===== src/tlb_entry_pkg.sv =====
package tlb_entry_pkg;

    // double-page tag, covers vaddr[31:13]
    localparam int vpn2_w = 19;
    localparam int pfn_w  = 20;
    localparam int asid_w = 8;

    // supported page sizes, as log2 of the byte count
    localparam logic [5:0] ps_4k = 6'd12;
    localparam logic [5:0] ps_2m = 6'd21;

    // one half of an entry, even or odd page
    typedef struct packed {
        logic [pfn_w-1:0] pfn;
        logic [1:0]       mat;
        logic [1:0]       plv;
        logic             d;
        logic             v;
    } tlb_page_t;

    typedef struct packed {
        logic [vpn2_w-1:0] vpn2;
        logic [asid_w-1:0] asid;
        logic [5:0]        ps;
        // entry exists
        logic              e;
        // global, ignores asid
        logic              g;
        tlb_page_t         page0;
        tlb_page_t         page1;
    } tlb_entry_t;

endpackage


===== src/tlb_access_pkg.sv =====
package tlb_access_pkg;

    // anything other than mapped translates as direct
    typedef enum logic [1:0] {
        mode_direct = 2'd0,
        mode_mapped = 2'd1
    } addr_mode_e;

    typedef enum logic [1:0] {
        mem_fetch = 2'd0,
        mem_load  = 2'd1,
        mem_store = 2'd2
    } mem_type_e;

    // at most one flag is set at a time
    typedef struct packed {
        // refill on miss
        logic tlbr;
        // page invalid, fetch / load / store
        logic pif;
        logic pil;
        logic pis;
        // page modify
        logic pme;
        // privilege
        logic ppi;
    } tlb_exc_t;

    // search request as held in the port register
    typedef struct packed {
        logic [31:0]                       vaddr;
        logic [tlb_entry_pkg::asid_w-1:0]  asid;
        logic [1:0]                        plv;
        mem_type_e                         mem_type;
        addr_mode_e                        mode;
    } tlb_req_t;

endpackage


===== src/tlb_search_if.sv =====
interface tlb_search_if #(
    parameter int tlb_num = 16
);
    import tlb_entry_pkg::*;
    import tlb_access_pkg::*;

    // request side
    logic                       en;
    logic [31:0]                vaddr;
    logic [asid_w-1:0]          asid;
    logic [1:0]                 plv;
    mem_type_e                  mem_type;
    addr_mode_e                 mode;

    // result side, valid the cycle after en
    logic                       found;
    logic [$clog2(tlb_num)-1:0] index;
    logic [pfn_w-1:0]           pfn;
    logic [1:0]                 mat;
    logic [31:0]                paddr;
    tlb_exc_t                   exc;

    modport port (
        input  en, vaddr, asid, plv, mem_type, mode,
        output found, index, pfn, mat, paddr, exc
    );

    modport host (
        output en, vaddr, asid, plv, mem_type, mode,
        input  found, index, pfn, mat, paddr, exc
    );

endinterface


===== src/tlb_memory.sv =====
module tlb_memory #(
    parameter int tlb_num = 16
) (
    input  logic                       clk,
    input  logic                       rst_n,

    input  logic                       we,
    input  logic [$clog2(tlb_num)-1:0] w_index,
    input  tlb_entry_pkg::tlb_entry_t  w_entry,

    input  logic [$clog2(tlb_num)-1:0] r_index,
    output tlb_entry_pkg::tlb_entry_t  r_entry,

    output tlb_entry_pkg::tlb_entry_t  entries [tlb_num]
);
    import tlb_entry_pkg::*;

    // exists bit per entry, cleared on reset
    logic [tlb_num-1:0] e_q;
    tlb_entry_t         mem_q [tlb_num];

    always_ff @(posedge clk or negedge rst_n) begin
        if (!rst_n) begin
            e_q <= '0;
        end else if (we) begin
            e_q[w_index] <= w_entry.e;
        end
    end

    always_ff @(posedge clk) begin
        if (we) begin
            mem_q[w_index] <= w_entry;
        end
    end

    // all entries exposed for the search ports
    always_comb begin
        for (int i = 0; i < tlb_num; i++) begin
            entries[i]   = mem_q[i];
            entries[i].e = e_q[i];
        end
    end

    // read port for the management instructions, no latency
    assign r_entry = entries[r_index];

endmodule


===== src/tlb_match.sv =====
module tlb_match #(
    parameter int tlb_num = 16
) (
    input  tlb_entry_pkg::tlb_entry_t         entries [tlb_num],
    input  logic [31:0]                       vaddr,
    input  logic [tlb_entry_pkg::asid_w-1:0]  asid,
    output logic                              found,
    output logic [$clog2(tlb_num)-1:0]        index,
    output tlb_entry_pkg::tlb_page_t          page,
    output logic [5:0]                        ps
);
    import tlb_entry_pkg::*;

    localparam int idx_w = $clog2(tlb_num);

    logic [tlb_num-1:0] hit;
    tlb_entry_t         sel;
    logic               odd;

    for (genvar i = 0; i < tlb_num; i++) begin : gen_hit
        logic tag_ok;
        logic asid_ok;

        // 2M pages only compare vaddr[31:22]
        assign tag_ok = (entries[i].ps == ps_2m) ?
                        (entries[i].vpn2[vpn2_w-1:9] == vaddr[31:22]) :
                        (entries[i].vpn2 == vaddr[31:13]);
        assign asid_ok = entries[i].g || (entries[i].asid == asid);
        assign hit[i]  = entries[i].e && asid_ok && tag_ok;
    end

    // scan downward so the lowest hit is taken last
    always_comb begin
        index = '0;
        for (int i = tlb_num - 1; i >= 0; i--) begin
            if (hit[i]) begin
                index = idx_w'(i);
            end
        end
    end

    assign found = |hit;
    assign sel   = entries[index];

    // odd page bit sits just above the page offset
    assign odd = (sel.ps == ps_2m) ? vaddr[21] : vaddr[12];

    always_comb begin
        if (!found) begin
            page = '0;
            ps   = '0;
        end else begin
            page = odd ? sel.page1 : sel.page0;
            ps   = sel.ps;
        end
    end

endmodule


===== src/tlb_exc_check.sv =====
module tlb_exc_check (
    input  tlb_access_pkg::addr_mode_e mode,
    input  tlb_access_pkg::mem_type_e  mem_type,
    input  logic [1:0]                 plv,
    input  logic                       found,
    input  tlb_entry_pkg::tlb_page_t   page,
    output tlb_access_pkg::tlb_exc_t   exc
);
    import tlb_access_pkg::*;

    // first matching rule wins, direct mode never faults
    always_comb begin
        exc = '0;
        if (mode == mode_mapped) begin
            if (!found) begin
                exc.tlbr = 1'b1;
            end else if (!page.v) begin
                case (mem_type)
                    mem_fetch: exc.pif = 1'b1;
                    mem_store: exc.pis = 1'b1;
                    default:   exc.pil = 1'b1;
                endcase
            end else if (plv > page.plv) begin
                // larger plv is less privileged
                exc.ppi = 1'b1;
            end else if ((mem_type == mem_store) && !page.d) begin
                exc.pme = 1'b1;
            end
        end
    end

endmodule


===== src/tlb_search_port.sv =====
module tlb_search_port #(
    parameter int tlb_num = 16
) (
    input  logic                      clk,
    input  logic                      rst_n,
    tlb_search_if.port                sp,
    input  tlb_entry_pkg::tlb_entry_t entries [tlb_num]
);
    import tlb_entry_pkg::*;
    import tlb_access_pkg::*;

    tlb_req_t                   req_q;
    logic                       found;
    logic [$clog2(tlb_num)-1:0] index;
    tlb_page_t                  page;
    logic [5:0]                 ps;
    tlb_exc_t                   exc;
    logic [31:0]                paddr;

    // cleared request reads as direct mode at vaddr 0
    always_ff @(posedge clk or negedge rst_n) begin
        if (!rst_n) begin
            req_q <= '0;
        end else if (sp.en) begin
            req_q <= '{vaddr: sp.vaddr, asid: sp.asid, plv: sp.plv,
                       mem_type: sp.mem_type, mode: sp.mode};
        end
    end

    tlb_match #(
        .tlb_num (tlb_num)
    ) match (
        .entries (entries),
        .vaddr   (req_q.vaddr),
        .asid    (req_q.asid),
        .found   (found),
        .index   (index),
        .page    (page),
        .ps      (ps)
    );

    tlb_exc_check exc_check (
        .mode     (req_q.mode),
        .mem_type (req_q.mem_type),
        .plv      (req_q.plv),
        .found    (found),
        .page     (page),
        .exc      (exc)
    );

    always_comb begin
        if (req_q.mode != mode_mapped) begin
            paddr = req_q.vaddr;
        end else if (!found) begin
            paddr = '0;
        end else if (ps == ps_2m) begin
            paddr = {page.pfn[pfn_w-1:9], req_q.vaddr[20:0]};
        end else begin
            paddr = {page.pfn, req_q.vaddr[11:0]};
        end
    end

    assign sp.found = found;
    assign sp.index = index;
    assign sp.pfn   = page.pfn;
    assign sp.mat   = page.mat;
    assign sp.paddr = paddr;
    assign sp.exc   = exc;

endmodule


===== src/tlb.sv =====
module tlb #(
    parameter int tlb_num = 16
) (
    input  logic                       clk,
    input  logic                       rst_n,
    input  logic [1:0]                 ad_mode,

    // search port 0, instruction fetch
    input  logic [31:0]                s0_vaddr,
    input  logic [7:0]                 s0_asid,
    input  logic [1:0]                 s0_plv,
    input  logic [1:0]                 s0_mem_type,
    input  logic                       s0_en,
    output logic                       s0_found,
    output logic [$clog2(tlb_num)-1:0] s0_index,
    output logic [19:0]                s0_pfn,
    output logic [1:0]                 s0_mat,
    output logic [31:0]                s0_paddr,
    output logic [5:0]                 s0_exception,

    // search port 1, data
    input  logic [31:0]                s1_vaddr,
    input  logic [7:0]                 s1_asid,
    input  logic [1:0]                 s1_plv,
    input  logic [1:0]                 s1_mem_type,
    input  logic                       s1_en,
    output logic                       s1_found,
    output logic [$clog2(tlb_num)-1:0] s1_index,
    output logic [19:0]                s1_pfn,
    output logic [1:0]                 s1_mat,
    output logic [31:0]                s1_paddr,
    output logic [5:0]                 s1_exception,

    // write port
    input  logic                       we,
    input  logic [$clog2(tlb_num)-1:0] w_index,
    input  logic [18:0]                w_vpn2,
    input  logic [7:0]                 w_asid,
    input  logic [5:0]                 w_ps,
    input  logic                       w_e,
    input  logic                       w_g,
    input  logic [19:0]                w_pfn0,
    input  logic [1:0]                 w_mat0,
    input  logic [1:0]                 w_plv0,
    input  logic                       w_d0,
    input  logic                       w_v0,
    input  logic [19:0]                w_pfn1,
    input  logic [1:0]                 w_mat1,
    input  logic [1:0]                 w_plv1,
    input  logic                       w_d1,
    input  logic                       w_v1,

    // read port
    input  logic [$clog2(tlb_num)-1:0] r_index,
    output logic [18:0]                r_vpn2,
    output logic [7:0]                 r_asid,
    output logic [5:0]                 r_ps,
    output logic                       r_e,
    output logic                       r_g,
    output logic [19:0]                r_pfn0,
    output logic [1:0]                 r_mat0,
    output logic [1:0]                 r_plv0,
    output logic                       r_d0,
    output logic                       r_v0,
    output logic [19:0]                r_pfn1,
    output logic [1:0]                 r_mat1,
    output logic [1:0]                 r_plv1,
    output logic                       r_d1,
    output logic                       r_v1
);
    import tlb_entry_pkg::*;
    import tlb_access_pkg::*;

    tlb_entry_t w_entry;
    tlb_entry_t r_entry;
    tlb_entry_t entries [tlb_num];

    tlb_search_if #(.tlb_num(tlb_num)) s0_if ();
    tlb_search_if #(.tlb_num(tlb_num)) s1_if ();

    // port 0 request, mode is shared
    assign s0_if.en       = s0_en;
    assign s0_if.vaddr    = s0_vaddr;
    assign s0_if.asid     = s0_asid;
    assign s0_if.plv      = s0_plv;
    assign s0_if.mem_type = mem_type_e'(s0_mem_type);
    assign s0_if.mode     = addr_mode_e'(ad_mode);

    assign s0_found     = s0_if.found;
    assign s0_index     = s0_if.index;
    assign s0_pfn       = s0_if.pfn;
    assign s0_mat       = s0_if.mat;
    assign s0_paddr     = s0_if.paddr;
    assign s0_exception = s0_if.exc;

    assign s1_if.en       = s1_en;
    assign s1_if.vaddr    = s1_vaddr;
    assign s1_if.asid     = s1_asid;
    assign s1_if.plv      = s1_plv;
    assign s1_if.mem_type = mem_type_e'(s1_mem_type);
    assign s1_if.mode     = addr_mode_e'(ad_mode);

    assign s1_found     = s1_if.found;
    assign s1_index     = s1_if.index;
    assign s1_pfn       = s1_if.pfn;
    assign s1_mat       = s1_if.mat;
    assign s1_paddr     = s1_if.paddr;
    assign s1_exception = s1_if.exc;

    assign w_entry = '{
        vpn2:  w_vpn2,
        asid:  w_asid,
        ps:    w_ps,
        e:     w_e,
        g:     w_g,
        page0: '{pfn: w_pfn0, mat: w_mat0, plv: w_plv0, d: w_d0, v: w_v0},
        page1: '{pfn: w_pfn1, mat: w_mat1, plv: w_plv1, d: w_d1, v: w_v1}
    };

    assign r_vpn2 = r_entry.vpn2;
    assign r_asid = r_entry.asid;
    assign r_ps   = r_entry.ps;
    assign r_e    = r_entry.e;
    assign r_g    = r_entry.g;
    assign r_pfn0 = r_entry.page0.pfn;
    assign r_mat0 = r_entry.page0.mat;
    assign r_plv0 = r_entry.page0.plv;
    assign r_d0   = r_entry.page0.d;
    assign r_v0   = r_entry.page0.v;
    assign r_pfn1 = r_entry.page1.pfn;
    assign r_mat1 = r_entry.page1.mat;
    assign r_plv1 = r_entry.page1.plv;
    assign r_d1   = r_entry.page1.d;
    assign r_v1   = r_entry.page1.v;

    tlb_memory #(
        .tlb_num (tlb_num)
    ) memory (
        .clk     (clk),
        .rst_n   (rst_n),
        .we      (we),
        .w_index (w_index),
        .w_entry (w_entry),
        .r_index (r_index),
        .r_entry (r_entry),
        .entries (entries)
    );

    tlb_search_port #(
        .tlb_num (tlb_num)
    ) port0 (
        .clk     (clk),
        .rst_n   (rst_n),
        .sp      (s0_if.port),
        .entries (entries)
    );

    tlb_search_port #(
        .tlb_num (tlb_num)
    ) port1 (
        .clk     (clk),
        .rst_n   (rst_n),
        .sp      (s1_if.port),
        .entries (entries)
    );

endmodule


===== config.mk =====
export PLATFORM = sky130hd
export DESIGN_NAME = tlb
export DESIGN_NICKNAME = d
export VERILOG_FILES = /design/src/tlb_entry_pkg.sv /design/src/tlb_access_pkg.sv /design/src/tlb_search_if.sv /design/src/tlb_memory.sv /design/src/tlb_match.sv /design/src/tlb_exc_check.sv /design/src/tlb_search_port.sv /design/src/tlb.sv
export SDC_FILE = /design/constraint.sdc
export NUM_CORES = 2
export LEC_CHECK = 0
export ABC_AREA = 1
export BUFFER_PORTS_ARGS = -buffer_cell sky130_fd_sc_hd__buf_4
export CORE_ASPECT_RATIO = 0.75
export CORE_MARGIN = 2
export CORE_UTILIZATION = 40
export CTS_CLUSTER_DIAMETER = 30
export CTS_CLUSTER_SIZE = 40
export DETAILED_ROUTE_END_ITERATION = 10
export PLACE_DENSITY = 0.56
export SYNTH_ARGS = -nofsm -noshare
export SYNTH_HDL_FRONTEND = slang
export SYNTH_SLANG_ARGS = --single-unit

===== constraint.sdc =====
create_clock -name clk -period 6.9 [get_ports clk]
set_clock_uncertainty 0.2 [all_clocks]
set_input_delay 1.035 -clock clk [delete_from_list [all_inputs] [get_ports clk]]
set_output_delay 1.035 -clock clk [all_outputs]
set_load 0.01 [all_outputs]

==> metrics.csv <==
metric,value,unit
die_x,552,um
dieArea,229000,um2
p_per_area,271,nW/um2
detail-route-antenna-nets,0,
cts_tree,built,
netlist_area,90000,um2
fill_cells,20500,
clock_sinks,1484,
p_leak,0.0462,uW
slew_headroom,0.201,
grt_max_degree,166,
synth_edf_count,1376,
antenna_found_initial,23,
hp-class,input pin to register,
syn_inst,10600,
drtPass1Iterations,9,
vias,91400,
grt_pass1_wl,623000,um
drt-initial-drc-count,14600,
start_kind,register,
synth_ff_type,edfxtp_1,
cts_max_path_buffers,4,
multiInputGateArea,40800,um2
register_area,44100,um2
ys_top_cells_by_area,"edfxtp_1, nand2_1, nand3_1",
syn_nets,10800,
areaGrowthSynthToFinish,27.2,%
synthesis.area_per_instance,8.46,um2
fin_ws,-0.0889,ns
fin_tns_setup,-0.458,ns
clkLatencyLatePin,0.86,ns
fmax,0.143,GHz
min_period,6.99,ns
hold_viol,0,
grt_pass1_vias,83100,
crit_path_end_kind,output port,
final_cells,14500,
viasPerCell,6.29,
numCtsBuffers,365,
synth.most_common_cell,nand2_1,
drv_slew,0,
criticalPathCategory,register to output port,
cp.arrival,5.75,ns
synth_top_area_cell,edfxtp_1,
synth_cell_types,69,
final_area,114000,um2
crit_fanout,12,
portBuffers,406,
synth-warning-count,0,
violations,negative setup slack,
num_rows,150,
pin_count,407,
clock-root-buffer,clkbuf_16,
clk_pin_slew,0.04,ns
yosys_register_bits,1484,
dp.cells,13700,
drv_cap,0,
yosysSeqAreaShare,0.489,
grt_overflow_total,0,
place_congestion,1.03,
synth_top_cell_area_share,0.459,
place_ws,-0.381,ns
rsz0062_at_grt,true,
utilization,0.513,
postPlaceCellArea,97700,um2
worstMarginPinSlew,1.20,ns
grt_usage,0.377,
fp.dieH,415,um
async_reset_ff_frac,0.0728,
routed_wl,455000,um
dp_hpwl,280000,um
finalSetupViolCount,10,
initial_core_util,0.403,
nNetsFinal,11400,
synth_top_cells_by_count,"nand2_1, edfxtp_1, nand3_1, o21ai_0, inv_1",
wl_per_cell,31.3,um
ir_worst_vdd,0.206,mV
crit_required,5.66,ns
status,"finished, violations left",
drcViolationCount,0,
finalCritPeriodShare,1.01,
h-tree-depth,5,
final_layout_size_suffix_gt1_frac,0.187,
core,223000,um2
[sequential cells by signal, summed over array words and instances, names as in the netlist]
signal	count
memory.e_q	16
port0.req_q	46
port1.req_q	46
memory.mem_q	1376
[logic make-up after synthesis]
group,count (synthesis),share of synthesized area
simple gates,4389,0.213
compound gates,2634,0.175
buf+inv,1743,0.0831
flops,1484,0.489
xor+xnor,333,0.0324
mux,61,0.00684
fa+ha+maj,4,0.000556
[critical path, stage by stage (launching register included)]
cell      delay [ns]
dfrtp_1         0.45
buf_4           0.30
xor2_1          0.13
nor3_2          0.36
nand3_1         0.29
nand2_4         0.21
nand4_1         0.09
buf_4           0.18
and2_1          0.17
and2_4          0.19
nand2_4         0.09
nand3_4         0.14
clkinv_4        0.10
nand3_1         0.11
nand4_1         0.13
nand3_2         0.16
nand2_4         0.13
nand2_2         0.07
nand2_4         0.12
buf_6           0.13
buf_12          0.19
nand3_1         0.20
a21oi_2         0.35
nand2_1         0.09
nand2_1         0.24
buf_4           0.18
[worst paths after layout]
kind	startpoint	to	slack (ns)	cells past startpoint
hold reg to reg	port1.req_q[20]$_DFFE_PN0P_	port1.req_q[20]$_DFFE_PN0P_	0.32	2
min in group asynchronous	rst_n	port1.req_q[12]$_DFFE_PN0P_	0.50	2
setup / recovery	port0.req_q[33]$_DFFE_PN0P_	s0_paddr[24]	-0.09	25
hold / removal	s1_asid[6]	port1.req_q[12]$_DFFE_PN0P_	0.17	3
setup reg to reg	port1.req_q[26]$_DFFE_PN0P_	port1.req_q[26]$_DFFE_PN0P_	5.09	2
max in group asynchronous	rst_n	port0.req_q[27]$_DFFE_PN0P_	4.85	3
[cell type report]
cell class | instances | area share
sequential | 1484 | 0.385
multi-input combinational | 7428 | 0.356
timing repair buffer | 1041 | 0.0874
clock buffer | 419 | 0.0834
tap | 2964 | 0.0324
inverter | 927 | 0.0317
clock inverter | 245 | 0.0239
antenna | 15 | 0.000328
[routing by layer]
metal  wire [um]  part of all wire  track usage
met5          76           0.00017            0
met1      183000              0.40        0.535
met2      186000              0.41        0.530
met3       60300              0.13       0.0972
met4       25000             0.055        0.184
[where the power goes]
| group | internal, uW | total (uW) | switching, uW |
|---|---|---|---|
| combinational | 1090 | 3430 | 2340 |
| clock | 11500 | 17300 | 5770 |
| sequential | 10100 | 10300 | 212 |
| total | 22700 | 31000 | 8320 |
[cell usage in the layout, fill, tap and decap left out, drive strengths merged, types with 10 or more instances in the layout]
cell,count
o2111ai,27
bufinv,42
and2,17
inv,956
xnor2,124
buf,1022
dfrtp,108
a2111oi,14
clkinv,118
nand4,172
diode,15
a21oi,759
and3,12
nor2,379
a221oi,17
o221ai,83
o41ai,17
xor2,209
nand3,1192
o22ai,68
mux2i,57
nand3b,13
clkbuf,437
clkinvlp,56
nand2,2422
edfxtp,1376
or2,32
a211oi,10
nor3,79
o211ai,668
o21ai,953
nor4,64
[through the flow]
stage                     total power, uW  hold slack [ns]
after floorplan                     12000            0.281
after detailed placement            13500            0.315
after global placement              13500            0.315
after global routing                31800            0.145
after CTS                           30900            0.112
final                               31000            0.165
[what timing repair did]
item,4_1_cts,5_1_grt
cloned,11,19
pin swaps,91,183
buffers inserted,59,84
endpoints found under the hold margin,29,0
hold buffers,1,0
resized for setup,279,360
endpoints found under the setup margin,107,89
No activity file was read; power rests on OpenSTA's default activity.
